<file path="src/core_pkg.sv">
package core_pkg;

    localparam int reg_size = 8;
    localparam int reg_ptr_size = 4;
    localparam int reg_count = 2 ** reg_ptr_size;
    localparam int insn_size = 16;
    localparam int insn_count = 32;
    localparam int insn_ptr_size = 5;
    localparam int addr_size = 16;
    localparam int opcode_size = 4;
    localparam int shift_size = $clog2(reg_size);

    typedef logic [reg_size-1:0] data_t;
    typedef logic [reg_ptr_size-1:0] reg_ptr_t;
    typedef logic [insn_size-1:0] insn_t;
    typedef logic [insn_ptr_size-1:0] insn_ptr_t;
    typedef logic [addr_size-1:0] addr_t;

    // low bit of each instruction field
    localparam int opcode_lsb = 12;
    localparam int field_a_lsb = 8;
    localparam int field_b_lsb = 4;
    localparam int field_c_lsb = 0;
    localparam int const_lsb = 0;
    localparam int target_lsb = 4;

    typedef enum logic [opcode_size-1:0] {
        op_nop       = 4'd0,
        op_add       = 4'd1,
        op_sub       = 4'd2,
        op_mul       = 4'd3,
        op_div       = 4'd4,
        op_cmpge     = 4'd5,
        op_rshift    = 4'd6,
        op_lshift    = 4'd7,
        op_and       = 4'd8,
        op_or        = 4'd9,
        op_xor       = 4'd10,
        op_ld        = 4'd11,
        op_st        = 4'd12,
        op_set_const = 4'd13,
        op_bnz       = 4'd14,
        op_halt      = 4'd15
    } opcode_t;

    typedef logic [1:0] mem_op_t;

    localparam mem_op_t mem_none = 2'b00;
    localparam mem_op_t mem_load = 2'b01;
    localparam mem_op_t mem_store = 2'b10;

    typedef struct packed {
        opcode_t   opcode;
        reg_ptr_t  dest;
        logic      write;
        data_t     val_a;
        data_t     val_b;
        data_t     val_c;
        data_t     constant;
        insn_ptr_t target;
        logic      valid;
    } decoded_t;

    typedef struct packed {
        opcode_t  opcode;
        reg_ptr_t dest;
        logic     write;
        data_t    result;
        addr_t    addr;
        data_t    store_data;
        logic     valid;
    } executed_t;

endpackage

</file>
<file path="src/insn_memory.sv">
`timescale 1ns/1ps

module insn_memory (
    input  logic                                          clk,
    input  logic                                          load,
    input  core_pkg::insn_t [core_pkg::insn_count-1:0]    insn_data,
    input  core_pkg::insn_ptr_t                           read_ptr,
    output core_pkg::insn_t                               insn
);

    core_pkg::insn_t slots [core_pkg::insn_count];

    // whole program captured in one cycle
    always_ff @(posedge clk)
    begin
        if (load)
        begin
            for (int i = 0; i < core_pkg::insn_count; i++)
            begin
                slots[i] <= insn_data[i]; // slot i sits at bits 16*i and up
            end
        end
    end

    assign insn = slots[read_ptr]; // async read

endmodule

</file>
<file path="src/register_file.sv">
`timescale 1ns/1ps

module register_file (
    input  logic                 clk,
    input  logic                 reset,
    input  logic                 clear,
    input  logic                 init_r0,
    input  core_pkg::data_t      init_r0_data,
    input  core_pkg::reg_ptr_t   read_a,
    input  core_pkg::reg_ptr_t   read_b,
    input  core_pkg::reg_ptr_t   read_c,
    output core_pkg::data_t      data_a,
    output core_pkg::data_t      data_b,
    output core_pkg::data_t      data_c,
    input  logic                 wb_en,
    input  core_pkg::reg_ptr_t   wb_reg,
    input  core_pkg::data_t      wb_data
);

    core_pkg::data_t regs [core_pkg::reg_count];

    always_ff @(posedge clk)
    begin
        if (reset || clear)
        begin
            for (int i = 0; i < core_pkg::reg_count; i++)
            begin
                regs[i] <= '0;
            end
            if (init_r0)
                regs[0] <= init_r0_data; // start value overrides the clear
        end
        else if (wb_en)
        begin
            regs[wb_reg] <= wb_data;
        end
    end

    // write-through so decode sees the writeback in the same cycle
    assign data_a = (wb_en && wb_reg == read_a) ? wb_data : regs[read_a];
    assign data_b = (wb_en && wb_reg == read_b) ? wb_data : regs[read_b];
    assign data_c = (wb_en && wb_reg == read_c) ? wb_data : regs[read_c];

endmodule

</file>
<file path="src/core_decode.sv">
`timescale 1ns/1ps

module core_decode (
    input  logic                  clk,
    input  logic                  reset,
    input  logic                  start_run,
    input  logic                  hold,
    input  core_pkg::insn_t       insn,
    output core_pkg::insn_ptr_t   read_ptr,
    output core_pkg::reg_ptr_t    read_a,
    output core_pkg::reg_ptr_t    read_b,
    output core_pkg::reg_ptr_t    read_c,
    input  core_pkg::data_t       data_a,
    input  core_pkg::data_t       data_b,
    input  core_pkg::data_t       data_c,
    input  logic                  redirect,
    input  core_pkg::insn_ptr_t   redirect_target,
    input  core_pkg::decoded_t    ex_stage,
    input  core_pkg::executed_t   res_stage,
    output core_pkg::decoded_t    decoded
);

    core_pkg::insn_t fetch_insn;
    core_pkg::insn_t next_insn;
    core_pkg::opcode_t opcode;
    logic fetch_valid;
    logic running; // low once a halt has issued
    logic past_last; // pointer has stepped past the last slot
    logic uses_a;
    logic uses_b;
    logic uses_c;
    logic hazard;

    function automatic logic pending_write(
        input core_pkg::reg_ptr_t  src,
        input core_pkg::decoded_t  ex,
        input core_pkg::executed_t res
    );
        return (ex.valid && ex.write && ex.dest == src) ||
               (res.valid && res.write && res.dest == src);
    endfunction

    // the slot after the last one reads as a halt
    assign next_insn = past_last ?
        {core_pkg::op_halt, {(core_pkg::insn_size - core_pkg::opcode_size){1'b0}}} : insn;

    assign opcode = core_pkg::opcode_t'(fetch_insn[core_pkg::opcode_lsb +: core_pkg::opcode_size]);
    assign read_a = fetch_insn[core_pkg::field_a_lsb +: core_pkg::reg_ptr_size];
    assign read_b = fetch_insn[core_pkg::field_b_lsb +: core_pkg::reg_ptr_size];
    assign read_c = fetch_insn[core_pkg::field_c_lsb +: core_pkg::reg_ptr_size];

    always_comb
    begin
        uses_a = 1'b0;
        uses_b = 1'b0;
        uses_c = 1'b0;
        decoded.opcode = opcode;
        decoded.dest = read_c;
        decoded.write = 1'b0;
        decoded.val_a = data_a;
        decoded.val_b = data_b;
        decoded.val_c = data_c;
        decoded.constant = fetch_insn[core_pkg::const_lsb +: core_pkg::reg_size];
        decoded.target = fetch_insn[core_pkg::target_lsb +: core_pkg::insn_ptr_size];
        case (opcode)
            core_pkg::op_add, core_pkg::op_sub, core_pkg::op_mul, core_pkg::op_div,
            core_pkg::op_cmpge, core_pkg::op_rshift, core_pkg::op_lshift,
            core_pkg::op_and, core_pkg::op_or, core_pkg::op_xor, core_pkg::op_ld:
            begin
                uses_a = 1'b1;
                uses_b = 1'b1;
                decoded.write = 1'b1;
            end
            core_pkg::op_st:
            begin
                uses_a = 1'b1;
                uses_b = 1'b1;
                uses_c = 1'b1; // store data
            end
            core_pkg::op_bnz:
                uses_c = 1'b1;
            core_pkg::op_set_const:
            begin
                decoded.dest = read_a;
                decoded.write = 1'b1;
            end
            default:
                decoded.write = 1'b0;
        endcase
        hazard = fetch_valid && (
            (uses_a && pending_write(read_a, ex_stage, res_stage)) ||
            (uses_b && pending_write(read_b, ex_stage, res_stage)) ||
            (uses_c && pending_write(read_c, ex_stage, res_stage)));
        decoded.valid = fetch_valid && !hazard && !redirect; // bubble on stall or flush
    end

    always_ff @(posedge clk)
    begin
        if (reset)
        begin
            read_ptr <= '0;
            fetch_valid <= 1'b0;
            running <= 1'b0;
            past_last <= 1'b0;
        end
        else if (start_run)
        begin
            read_ptr <= '0;
            fetch_valid <= 1'b0;
            running <= 1'b1;
            past_last <= 1'b0;
        end
        else if (!hold)
        begin
            if (redirect)
            begin
                read_ptr <= redirect_target;
                fetch_valid <= 1'b0; // second bubble
                past_last <= 1'b0;
            end
            else if (decoded.valid && opcode == core_pkg::op_halt)
            begin
                running <= 1'b0;
                fetch_valid <= 1'b0;
            end
            else if (!hazard)
            begin
                fetch_valid <= running;
                read_ptr <= read_ptr + 1'b1;
                past_last <= past_last ||
                    (read_ptr == core_pkg::insn_ptr_t'(core_pkg::insn_count - 1));
            end
        end
    end

    always_ff @(posedge clk)
    begin
        if (!hold && !hazard)
            fetch_insn <= next_insn;
    end

endmodule

</file>
<file path="src/core_execute.sv">
`timescale 1ns/1ps

module core_execute (
    input  logic                  clk,
    input  logic                  reset,
    input  logic                  start_run,
    input  logic                  hold,
    input  core_pkg::decoded_t    decoded,
    output core_pkg::decoded_t    ex_stage,
    output logic                  redirect,
    output core_pkg::insn_ptr_t   redirect_target,
    output core_pkg::executed_t   executed
);

    core_pkg::data_t op_a;
    core_pkg::data_t op_b;
    core_pkg::data_t alu_result;
    logic [core_pkg::shift_size-1:0] shift;

    always_ff @(posedge clk)
    begin
        if (reset || start_run)
            ex_stage.valid <= 1'b0;
        else if (!hold)
            ex_stage <= decoded;
    end

    assign op_a = ex_stage.val_a;
    assign op_b = ex_stage.val_b;
    assign shift = op_b[core_pkg::shift_size-1:0];

    always_comb
    begin
        case (ex_stage.opcode)
            core_pkg::op_add:       alu_result = op_a + op_b;
            core_pkg::op_sub:       alu_result = op_a - op_b;
            core_pkg::op_mul:       alu_result = op_a * op_b; // low byte only
            core_pkg::op_div:       alu_result = (op_b == '0) ? '1 : op_a / op_b;
            core_pkg::op_cmpge:     alu_result = core_pkg::data_t'(op_a >= op_b);
            core_pkg::op_rshift:    alu_result = op_a >> shift;
            core_pkg::op_lshift:    alu_result = op_a << shift;
            core_pkg::op_and:       alu_result = op_a & op_b;
            core_pkg::op_or:        alu_result = op_a | op_b;
            core_pkg::op_xor:       alu_result = op_a ^ op_b;
            core_pkg::op_set_const: alu_result = ex_stage.constant;
            default:                alu_result = '0;
        endcase
    end

    // branch resolves here and flushes fetch and decode
    assign redirect = ex_stage.valid && ex_stage.opcode == core_pkg::op_bnz &&
                      ex_stage.val_c != '0;
    assign redirect_target = ex_stage.target;

    always_ff @(posedge clk)
    begin
        if (reset || start_run)
        begin
            executed.valid <= 1'b0;
        end
        else if (!hold)
        begin
            executed.opcode <= ex_stage.opcode;
            executed.dest <= ex_stage.dest;
            executed.write <= ex_stage.write;
            executed.result <= alu_result;
            executed.addr <= {op_a, op_b}; // high byte from field a
            executed.store_data <= ex_stage.val_c;
            executed.valid <= ex_stage.valid;
        end
    end

endmodule

</file>
<file path="src/core_result.sv">
`timescale 1ns/1ps

module core_result (
    input  logic                  clk,
    input  logic                  reset,
    input  logic                  start,
    input  core_pkg::executed_t   executed,
    input  core_pkg::data_t       rd_data,
    input  logic                  ready_sig,
    output core_pkg::addr_t       addr,
    output core_pkg::data_t       wr_data,
    output core_pkg::mem_op_t     enable,
    output logic                  hold,
    output logic                  wb_en,
    output core_pkg::reg_ptr_t    wb_reg,
    output core_pkg::data_t       wb_data,
    output logic                  ready,
    output logic                  start_run
);

    logic bus_wait;

    always_comb
    begin
        enable = core_pkg::mem_none;
        if (executed.valid && executed.opcode == core_pkg::op_ld)
            enable = core_pkg::mem_load;
        else if (executed.valid && executed.opcode == core_pkg::op_st)
            enable = core_pkg::mem_store;
    end

    // stage is frozen during the wait so the bus stays steady
    assign addr = executed.addr;
    assign wr_data = executed.store_data;

    assign bus_wait = (enable != core_pkg::mem_none) && !ready_sig;
    assign hold = bus_wait || ready;

    assign wb_en = executed.valid && executed.write && !hold;
    assign wb_reg = executed.dest;
    assign wb_data = (executed.opcode == core_pkg::op_ld) ? rd_data : executed.result;

    assign start_run = start && ready; // start only counts while idle

    always_ff @(posedge clk)
    begin
        if (reset)
            ready <= 1'b1;
        else if (start_run)
            ready <= 1'b0;
        else if (executed.valid && executed.opcode == core_pkg::op_halt && !hold)
            ready <= 1'b1;
    end

endmodule

</file>
<file path="src/core_top.sv">
`timescale 1ns/1ps

module core_top (
    input  logic                                          clk,
    input  logic                                          reset,
    input  logic                                          start,
    input  core_pkg::insn_t [core_pkg::insn_count-1:0]    insn_data,
    input  logic                                          init_r0_flag,
    input  core_pkg::data_t                               init_r0_data,
    output core_pkg::addr_t                               addr,
    output core_pkg::data_t                               wr_data,
    output core_pkg::mem_op_t                             enable,
    input  core_pkg::data_t                               rd_data,
    input  logic                                          ready_sig,
    output logic                                          ready
);

    logic start_run;
    logic hold;
    logic redirect;
    logic wb_en;
    core_pkg::insn_ptr_t read_ptr;
    core_pkg::insn_ptr_t redirect_target;
    core_pkg::insn_t insn;
    core_pkg::reg_ptr_t read_a;
    core_pkg::reg_ptr_t read_b;
    core_pkg::reg_ptr_t read_c;
    core_pkg::reg_ptr_t wb_reg;
    core_pkg::data_t data_a;
    core_pkg::data_t data_b;
    core_pkg::data_t data_c;
    core_pkg::data_t wb_data;
    core_pkg::decoded_t decoded;
    core_pkg::decoded_t ex_stage;
    core_pkg::executed_t executed;

    insn_memory i_insn_memory (
        .clk       (clk),
        .load      (start_run),
        .insn_data (insn_data),
        .read_ptr  (read_ptr),
        .insn      (insn)
    );

    register_file i_register_file (
        .clk          (clk),
        .reset        (reset),
        .clear        (start_run),
        .init_r0      (start_run && init_r0_flag),
        .init_r0_data (init_r0_data),
        .read_a       (read_a),
        .read_b       (read_b),
        .read_c       (read_c),
        .data_a       (data_a),
        .data_b       (data_b),
        .data_c       (data_c),
        .wb_en        (wb_en),
        .wb_reg       (wb_reg),
        .wb_data      (wb_data)
    );

    core_decode i_core_decode (
        .clk             (clk),
        .reset           (reset),
        .start_run       (start_run),
        .hold            (hold),
        .insn            (insn),
        .read_ptr        (read_ptr),
        .read_a          (read_a),
        .read_b          (read_b),
        .read_c          (read_c),
        .data_a          (data_a),
        .data_b          (data_b),
        .data_c          (data_c),
        .redirect        (redirect),
        .redirect_target (redirect_target),
        .ex_stage        (ex_stage),
        .res_stage       (executed),
        .decoded         (decoded)
    );

    core_execute i_core_execute (
        .clk             (clk),
        .reset           (reset),
        .start_run       (start_run),
        .hold            (hold),
        .decoded         (decoded),
        .ex_stage        (ex_stage),
        .redirect        (redirect),
        .redirect_target (redirect_target),
        .executed        (executed)
    );

    core_result i_core_result (
        .clk       (clk),
        .reset     (reset),
        .start     (start),
        .executed  (executed),
        .rd_data   (rd_data),
        .ready_sig (ready_sig),
        .addr      (addr),
        .wr_data   (wr_data),
        .enable    (enable),
        .hold      (hold),
        .wb_en     (wb_en),
        .wb_reg    (wb_reg),
        .wb_data   (wb_data),
        .ready     (ready),
        .start_run (start_run)
    );

endmodule

</file>
<file path="config.mk">
export PLATFORM = sky130hd
export DESIGN_NAME = core_top
export DESIGN_NICKNAME = d
export VERILOG_FILES = /design/src/core_pkg.sv /design/src/insn_memory.sv /design/src/register_file.sv /design/src/core_decode.sv /design/src/core_execute.sv /design/src/core_result.sv /design/src/core_top.sv
export SDC_FILE = /design/constraint.sdc
export NUM_CORES = 1
export LEC_CHECK = 0
export ABC_AREA = 1
export ABC_CLOCK_PERIOD_IN_PS = 23600
export BUFFER_PORTS_ARGS = -buffer_cell sky130_fd_sc_hd__clkbuf_2
export CAP_MARGIN = 20
export CORE_ASPECT_RATIO = 1.2
export CORE_UTILIZATION = 35
export CTS_CLUSTER_SIZE = 40
export DETAILED_ROUTE_END_ITERATION = 16
export GPL_TIMING_DRIVEN = 0
export SLEW_MARGIN = 20
export SYNTH_ARGS = -nofsm -noshare
export SYNTH_HDL_FRONTEND = slang
export SYNTH_HIERARCHICAL = 1
export SYNTH_SLANG_ARGS = --single-unit
</file>
<file path="constraint.sdc">
create_clock -name clk -period 23.6 [get_ports clk]
set_input_delay 3.54 -clock clk [delete_from_list [all_inputs] [get_ports clk]]
set_output_delay 3.54 -clock clk [all_outputs]
set_load 0.02 [all_outputs]
</file>
# ---- Yosys cells after proc, flatten, opt, wreduce, memory -nomap -nowiden
# Memories as Yosys holds them, arrays and structs flattened. A register that Yosys moved wholly into a read port is not among the register bits.
# Index checks and enable logic that the tools add are counted.
dict set report op_classes {
  add_sub_neg 3
  mul 1
  n_div 1
  eq_ne 42
  n_bitwise 6
  shift 2
  reduce_logical 52
  n_mux 38
  order_cmp 1
}
# cell n
set ops {}
lappend ops {{8-bit one-hot mux with 11 select lines} 1}
lappend ops {{4-bit == test, second input constant} 16}
lappend ops {{4-bit by 3-bit == test with 1-bit output, second input constant} 8}
lappend ops {{8-bit 2-to-1 mux} 4}
lappend ops {{1-bit logical AND} 26}
lappend ops {{1-bit 2-to-1 mux} 26}
lappend ops {{4-bit == test} 6}
lappend ops {{12-bit OR reduction} 2}
lappend ops {{4-bit by 2-bit == test with 1-bit output, second input constant} 4}
lappend ops {{5-bit 2-to-1 mux} 3}
lappend ops {{8-bit adder} 1}
lappend ops {{8-bit AND} 1}
lappend ops {{8-bit by 8-bit divider with 8-bit output} 1}
lappend ops {{4-bit by 1-bit == test with 1-bit output, second input constant} 2}
lappend ops {{8-bit greater-or-equal comparator} 1}
lappend ops {{8-bit zero test} 1}
lappend ops {{1-bit logical OR} 8}
lappend ops {{8-bit by 8-bit multiplier with 8-bit output} 1}
lappend ops {{4-bit 2-to-1 mux} 2}
lappend ops {{2-bit by 1-bit != test with 1-bit output, second input constant} 4}
lappend ops {{8-bit bitwise OR} 1}
lappend ops {{8-bit nonzero test} 1}
lappend ops {{8-bit OR reduction} 1}
lappend ops {{8-bit by 3-bit left shift with 8-bit output} 1}
lappend ops {{14 further kinds} 24}
dict set report word_totals {
  input_bits 533
  memories 2
  latch_bits 0
  ramBits 640
  word_cells 166
  romBits 0
  ff_bits 74
  out_inout_bits 27
}
# memory words width rd rd_clocked_by_memory_dff write_ports line_no
set memory_table {}
lappend memory_table {i_insn_memory.slots 32 16 1 1 32 insn_memory.sv:11} ;# core_pkg::insn_t slots [core_pkg::insn_count];
lappend memory_table {i_register_file.regs 16 8 3 3 16 register_file.sv:20} ;# core_pkg::data_t regs [core_pkg::reg_count];

# ---- Depth between registers and ports, before layout
# Gate-level depths: netlist of the first run.
dict set report depth {
  depth_word 15
  ltp_mapped 67
  depth_no_buf 67
}

# ---- By module
# The synthesis of the first run kept the hierarchy.
# module n_inst cells_per_inst area_per_inst_um2
set modules_own_cells {}
lappend modules_own_cells {insn_memory 1 1729 20747.4}
lappend modules_own_cells {register_file 1 1390 9331.4}
lappend modules_own_cells {core_execute 1 822 7034.2}
lappend modules_own_cells {core_decode 1 305 2029.4}
lappend modules_own_cells {core_result 1 81 511.7}
lappend modules_own_cells {core_top 1 2 7.5}

# ---- Least setup slack after synthesis of the first run
# Ideal clock, no wire load.
dict set report synth_path {
  path_kind {input port to flip-flop}
  from {input start}
  to {memory i_register_file/regs[0][0] in the netlist's numbering, data pin}
  required_time_ps 23371
  arrival_ps 16218
  stages 4
  n_path_buf 0
  setup_ps 229
  path_slack_ps 7153
  path_cell_list {nand2_1 inv_1 o21ai_1 o22ai_1}
}
# element line_no
set synth_rtl {}
lappend synth_rtl {{from (decl)} core_top.sv:6} ;# input logic start,
lappend synth_rtl {{to (decl)} register_file.sv:20}

# ---- Worst setup path after layout of the first run
dict set report layout_path {
  from {register, netlist name i_core_execute/op_b[0]}
  to {register, netlist name i_core_execute/executed[25]}
}
dict set report layout_via {
  elab_chain_len 3
  elab_cells_between_ends 13
}
# element line_no
set layout_lines {}
lappend layout_lines {{8-bit by 8-bit divider with 8-bit output or 8-bit zero test (tied branches)} core_execute.sv:38} ;# core_pkg::op_div: alu_result = (op_b == '0) ? '1 : op_a / op_b;
lappend layout_lines {{8-bit 2-to-1 mux} core_execute.sv:38}
lappend layout_lines {{8-bit one-hot mux with 11 select lines *} core_execute.sv:34} ;# case (ex_stage.opcode)
lappend layout_lines {{via i_core_execute.alu_result[0]} core_execute.sv:17} ;# core_pkg::data_t alu_result;
# The timed path passes the listed nets; every way through them passes the cells marked *.
# A chain may end at the register's enable or synchronous reset.

==> results of run 1 <==
[flip-flops by register name, indices dropped and copies added (netlist names)]
name and flops:
i_core_execute/op_a 8, i_core_decode/fetch_valid 1, i_core_result/ready 1, i_core_decode/fetch_insn 16, i_core_execute/ex_stage 26, i_core_decode/read_ptr 5
i_insn_memory/slots 512, i_core_execute/op_b 8, i_core_execute/redirect_target 5, i_core_decode/past_last 1, i_register_file/regs 128, i_core_execute/executed 42
i_core_decode/running 1
[cell type report]
class	instances	area, um2
Buffer	279	1715
Antenna cell	14	35.03
Inverter	370	1409
Multi-Input combinational cell	2926	14030
Clock inverter	47	539.3
Fill cell	11210	64500
Clock buffer	102	2168
Sequential cell	754	22530
Tap cell	1496	1872
Timing Repair Buffer	568	3038
[through the flow]
stage / power [uW] / std cells / hold slack [ps] / setup WS [ps] / util [%]
3_5_place_dp: 2266 / 6393 / 433.0 / 13330 / 39.87
5_1_grt: 3669 / 6552 / 454.9 / 12250 / 42.32
2_1_floorplan: 2005 / 4329 / 426.2 / 7153 / -
4_1_cts: 3562 / 6542 / 447.1 / 13320 / 42.29
3_3_place_gp: 2294 / 6384 / 436.8 / -677.5 / 39.64
6_report: 3539 / 6556 / 441.8 / 13400 / 42.33
[Yosys cell counts, drive strengths merged (2+ instances only)]
library cell / number
edfxtp: 743
nor3: 19
a21oi: 54
buf: 221
clkinv: 2
o21ai: 85
fa: 14
or2: 14
dfxtp: 11
nand2: 1536
a31oi: 3
xnor2: 9
o21a: 3
nand3: 784
xor2: 18
inv: 368
nor4: 3
nand4: 33
mux2i: 2
o211ai: 3
ha: 82
o22ai: 15
clkbuf: 58
nor2: 221
o2111ai: 3
o221ai: 2
and2: 5
a221oi: 3
a211oi: 3
nand3b: 2
[worst paths after layout]
check / start / endpoint / cells after the start
worst max-delay path: i_core_execute/op_b[0]$_DFFE_PP_ / i_core_execute/executed[25]$_DFFE_PP_ / 67
worst min-delay path: i_core_execute/ex_stage[17]$_DFFE_PP_ / i_core_execute/executed[4]$_DFFE_PP_ / 0
worst max register to register: i_core_execute/op_b[0]$_DFFE_PP_ / i_core_execute/executed[25]$_DFFE_PP_ / 67
worst min register to register: i_core_execute/ex_stage[17]$_DFFE_PP_ / i_core_execute/executed[4]$_DFFE_PP_ / 0
[worst max-delay path: cells and delay by family, from the launching register on]
family / cells / cell delay (ps)
and+or+nand+nor: 40 / 3830
adders and majority gates: 8 / 2430
AOI/OAI and AO/OA: 10 / 1580
buffers and inverters: 8 / 1070
DFF: 1 / 800
xor gates and xnor gates: 1 / 150
[power by group through the flow]
stage / clock [uW] / combinational [uW] / sequential, uW
after global routing: 1370 / 702 / 1600
after global placement: 0 / 634 / 1660
after detailed placement: 0 / 643 / 1620
final: 1290 / 651 / 1600
after floorplan: 0 / 372 / 1630
after CTS: 1320 / 645 / 1600
[logic make-up (layout without fill, tap and decap cells)]
group           Yosys count  count (layout)  share of synthesized area [%]
simple gates           2618            2618                          28.54
flops                   754             754                          56.81
buf+inv                 649            1366                          7.855
compound gates          183             183                          2.836
fa+ha+maj                96              96                          3.293
xor+xnor                 27              27                         0.6152
mux                       2               2                        0.05048
other cells               0              14                              0
[routing by layer]
metal  part of all wire [%]  up-vias
met3                    7.0      287
met2                     50     1453
met5                  0.072        -
li1                       -    15750
met4                    4.6       18
met1                     38    16020
==> qor.txt, run 1 <==
Top_reg_cell synth - edfxtp_1
PortBufs - 559
CTS resizes - 0
Switching power - 1046 uW
Vias in the first global route - 32320
Final Net Count - 5611
Number of synthesis warnings - 6
Synth Instances - 4329
Slowest cell on crit path - edfxtp_1
Combinational share of power - 18.4%
Drt drc - 0
Post-synth EDFFs - 743
Cell Int Power - 2492 uW
Die height - 370.8 um
Global-route wire length before repair - 229200 um
Gr busiest metal - met2
Setup TNS - 0 ps
Tot GR Track Use - 28.43%
Max Freq - 98.03 MHz
Initial antenna violation count - 23
CP Launch Type - flop
Final Slew Violations - 0
Final hold vios - 0
CTS tree - done
Average wire per standard cell - 25.18 um
Mapped Area - 39660 um2
Leakage - 0.02110 uW
CTS Root Cell - clkbuf_16
Yosys cell types - 63
Clk buf depth - 3
Sequential area share after synthesis - 56.81%
CP arrival - 10600 ps
Fin crit share - 43.23%
#FFs+latches synth - 754
GRT met2 Usage - 49.52%
CP Capture Type - flop
Total number of vias - 33520
Dpl hpwl - 127300 um
Placed instance area - 44590 um2
Fin area - 47330 um2
Synth area leaders - edfxtp_1 56%, nand2_1 14%, nand3_1 9.7%, inv_1 3.3%, ha_1 2.6%
RSZ-0062 raised after global routing - false
Total wire length - 165100 um
Post-synth top area share - 56.25%
DR vias/cell - 5.113
Most frequent cells in the layout - 1505 x nand2_1, 767 x nand3_1, 743 x edfxtp_1
Clock Latency Late Sink - 710 ps
Cell taking the most area after synthesis - edfxtp_1
CTS Hold Bufs - 0
Sequential Power Share - 45.1%
Final ANT Viol Nets - 0
Die area - 114700 um2
Worst Hold Class - flop to flop
Area grow syn2layout - 19.34%
Avg Cell Area, Syn - 9.162 um2
Status - complete, no violations
Most used cell along the critical path - nand2_1
Starting Density - 35.47%
Worst IR Drop VDD - 0.00006318 V
Worst EP required - 24000 ps
Pwr/cell area - 74.76 nW/um2
Sw frac - 29.57%
Layout cells sized above 1 - 20.35%
Minimum clock period - 10200 ps
Slew @ Worst Pin - 1107 ps
Clock slew at reported path FFs - 60 ps
Total clock sinks - 754
Largest net degree at the start of global routing - 117
Grt met3 use - 5.268%
Largest stage delay on the critical path - 800 ps
Synth async-reset ratio - 0%
Number of H-tree levels - 3
Die X - 309.3 um
Clock Skew - 72.83 ps
I/O Pins - 560
Crit path kind - flop to flop
Clock Power Share - 36.5%
Post-CTS Setup Bufs - 0
DRT iter0 DRCs - 3132
Core footprint - 111800 um2
Commonest non-fill, non-tap cell in the layout - nand2_1
GRT overflow - 0
Row count - 134
GR Layer Usage met1 - 33.68%
CTS Buf Count - 83
Syn Nets - 4958
R2r setup slk - 13400 ps
Headroom to the max-slew limit - 26.19%
Max-cap violations - 0
GP Congestion - 1.023
Pre-Repair DR Iteration Count - 6
Critical Path Fanout Max - 17
Final setup fails - 0
Note: power is estimated with default switching activity, not from simulation.
==> inputs of run 2 (changes only) <==
--- a/config.mk
+++ b/config.mk
@@ -5,8 +5,8 @@
 export SDC_FILE = /design/constraint.sdc
 export NUM_CORES = 1
 export LEC_CHECK = 0
-export ABC_AREA = 1
-export ABC_CLOCK_PERIOD_IN_PS = 23600
+export ABC_AREA = 0
+export ABC_CLOCK_PERIOD_IN_PS = 9250
 export BUFFER_PORTS_ARGS = -buffer_cell sky130_fd_sc_hd__clkbuf_2
 export CAP_MARGIN = 20
 export CORE_ASPECT_RATIO = 1.2
==> constraint.sdc (replaced) <==
create_clock -name clk -period 9.25 [get_ports clk]
set_input_delay 1.3875 -clock clk [delete_from_list [all_inputs] [get_ports clk]]
set_output_delay 1.3875 -clock clk [all_outputs]
set_load 0.02 [all_outputs]
==> qor.txt, run 2 <==
Total wire length - 129100 um
Clk buf depth - 3
PortBufs - 559
Fillers - 9965
Most common cell in the netlist - edfxtp_1
Critical R2R Launch - i_core_execute/op_b[4]$_DFFE_PP_
Avg Cell Area, Syn - 14.84 um2
Setup TNS - -892.7 ps
R2R depth - 45
Worst Hold Class - flop to flop
Worst EP required - 9650 ps
Leakage - 0.01801 uW
Average wire per standard cell - 27.02 um
Sequential Power Share - 48.0%
#FFs+latches synth - 754
Die height - 363.8 um
Starting Density - 35.34%
Pre-Repair DR Iteration Count - 6
Max-cap violations - 0
Top Registers - i_insn_memory/slots: 512 flops, i_register_file/regs: 128 flops, i_core_execute/executed: 42 flops
Die X - 303.5 um
Mapped Area - 38180 um2
Global-route wire length before repair - 179200 um
Tot GR Track Use - 23.07%
Drt drc - 0
DR vias/cell - 5.266
Area grow syn2layout - 21.86%
Pwr/cell area - 181.9 nW/um2
Number of synthesis warnings - 6
Clock slew at reported path FFs - 60 ps
CP Capture Type - flop
Final Slew Violations - 0
Synth async-reset ratio - 0%
R2r endpoint - i_core_execute/executed[25]$_DFFE_PP_
Most used cell along the critical path - ha_4
Top reg by flops - i_insn_memory/slots
CTS Root Cell - clkbuf_16
Headroom to the max-slew limit - 24.13%
CP Launch Type - flop
DRT iter0 DRCs - 2083
Final setup fails - 1
Largest stage delay on the critical path - 600 ps
Switching power - 2142 uW
Most instantiated cells after synthesis - 743 x edfxtp_1, 343 x mux2i_1, 125 x and2_1
I/O Pins - 560
Slowest cell on crit path - or4_4
Hold Path Depth - 0
Combinational share of power - 14.7%
Clock Skew - 23.16 ps
Syn Nets - 3201
Number of H-tree levels - 3
Largest net degree at the start of global routing - 62
Minimum clock period - 10140 ps
Fin crit share - 109.7%
Row count - 132
Synth area leaders - edfxtp_1 58%, mux2i_1 9.0%, mux4_1 5.4%, ha_1 2.7%, and2_1 2.0%
Final ANT Viol Nets - 0
Synth Instances - 2572
CTS Hold Bufs - 0
WHS Endpoint - i_core_execute/executed[6]$_DFFE_PP_
Max Freq - 98.59 MHz
CTS Buf Count - 81
Initial antenna violation count - 39
Die area - 110400 um2
Core footprint - 108000 um2
Total number of vias - 25160
Post-synth top area share - 58.44%
Sequential area share after synthesis - 59.02%
Yosys cell types - 98
Hold slack - 447.8 ps
CP arrival - 10540 ps
Post-synth EDFFs - 743
Total clock sinks - 754
Layout cells sized above 1 - 31.93%
Top_reg_cell synth - edfxtp_1
Dpl hpwl - 100200 um
CTS tree - done
Cell taking the most area after synthesis - edfxtp_1
Vias in the first global route - 25520
Clock Latency Late Sink - 680 ps
Crit path kind - flop to flop
GP Congestion - 0.9441
Status - finished with violations
GRT overflow - 0
Commonest non-fill, non-tap cell in the layout - edfxtp_1
Worst IR Drop VDD - 0.0001591 V
Final Worst Setup Slack - -892.7 ps
Final Net Count - 3925
Clock Power Share - 37.3%
Largest register FFs - 512
Final hold vios - 0
Most frequent cells in the layout - 743 x edfxtp_1, 560 x clkbuf_2, 343 x mux2i_1
RSZ-0062 raised after global routing - true
Failing checks - setup timing
Slew @ Worst Pin - 1129 ps
R2r setup slk - -890 ps
Sw frac - 25.31%
Critical Path Fanout Max - 8
Cell Int Power - 6320 uW
HP Start - i_core_execute/ex_stage[19]$_DFFE_PP_
## run 2: changes by cell type in the layout (fill, tap and decap cells not counted), moves of 118 or more
cell,delta
nand2_1,-1405
inv_1,-285
nand3_1,-725
and2_1,+118
nor2_1,-126
mux2i_1,+341
## run 2: final cells by class
class	count	area, um2	share of cell area [%]
flip-flops and latches	754	22530	48.43
well taps	1407	1760	3.784
multi-input cells	1538	14250	30.64
clock buffers	99	2116	4.548
repair buffers	644	3650	7.845
diodes	18	45.04	0.09682
plain buffers	215	1521	3.270
inverters	62	236.5	0.5083
clock inverters	42	406.6	0.8741
## run 2: cells by family after synthesis
group,share of synthesized area [%]
buffers and inverters,4.552
DFF,59.02
adders and majority gates,3.422
xor gates and xnor gates,1.354
and+or+nand+nor,7.328
muxes,17.29
AOI/OAI and AO/OA,7.030
## run 2: worst max path at each step
stage	from	end	slack, ps	cells past startpoint
after CTS	i_core_execute/op_b[6]$_DFFE_PP_	i_core_execute/executed[25]$_DFFE_PP_	-900	48
after global placement	start	i_core_execute/executed[5]$_DFFE_PP_	-11310	3
after global routing	i_core_execute/op_b[4]$_DFFE_PP_	i_core_execute/executed[25]$_DFFE_PP_	-1290	44
final	i_core_execute/op_b[4]$_DFFE_PP_	i_core_execute/executed[25]$_DFFE_PP_	-890	45
after floorplan	start	i_core_execute/ex_stage[10]$_DFFE_PP_	-2790	2
after detailed placement	i_core_execute/op_b[0]$_DFFE_PP_	i_core_execute/executed[25]$_DFFE_PP_	-2160	49
## run 2: critical path: cells and delay by family, from the launching register on
kind            cells  cell delay [ps]
fa+ha+maj           7             1860
buf+inv             4              450
simple gates       10             2340
mux                 2              660
compound gates     22             4100
flops               1              470
## run 2: per-stage QoR
stage                     power, uW  setup slack (ps)  utilization, %  area [um2]  std cells
after floorplan                4862             -2793               -       38340       2572
after global placement         5321            -11310           39.71       42900       4538
after detailed placement       5323             -2161           40.08       43290       4562
after CTS                      8511            -904.3           42.83       46260       4742
after global routing           8747             -1292           43.07       46520       4779
final                          8462            -892.7           43.07       46520       4779
## run 2: metal layers
metal	global-route usage [%]	vias to the layer above	wire [um]
met4	10.16	32	5278
met3	5.251	247	8524
met5	0	-	215
met1	26.31	12360	48640
met2	40.89	1018	66460
li1	-	11510	-
## run 2: power groups by stage
stage                     clock [uW]  combinational (uW)  sequential (uW)
final                           3160                1240             4060
after global routing            3350                1320             4080
after CTS                       3220                1220             4070
after detailed placement           0                1190             4140
after global placement             0                1150             4170
after floorplan                    0                 745             4120
## run 2: what timing repair did
action                                  CTS  global route
gates resized for setup                  27            24
pin swaps                                37            36
endpoints found under the setup margin    2             2
endpoints found under the hold margin     0             0
buffers inserted                         40            20
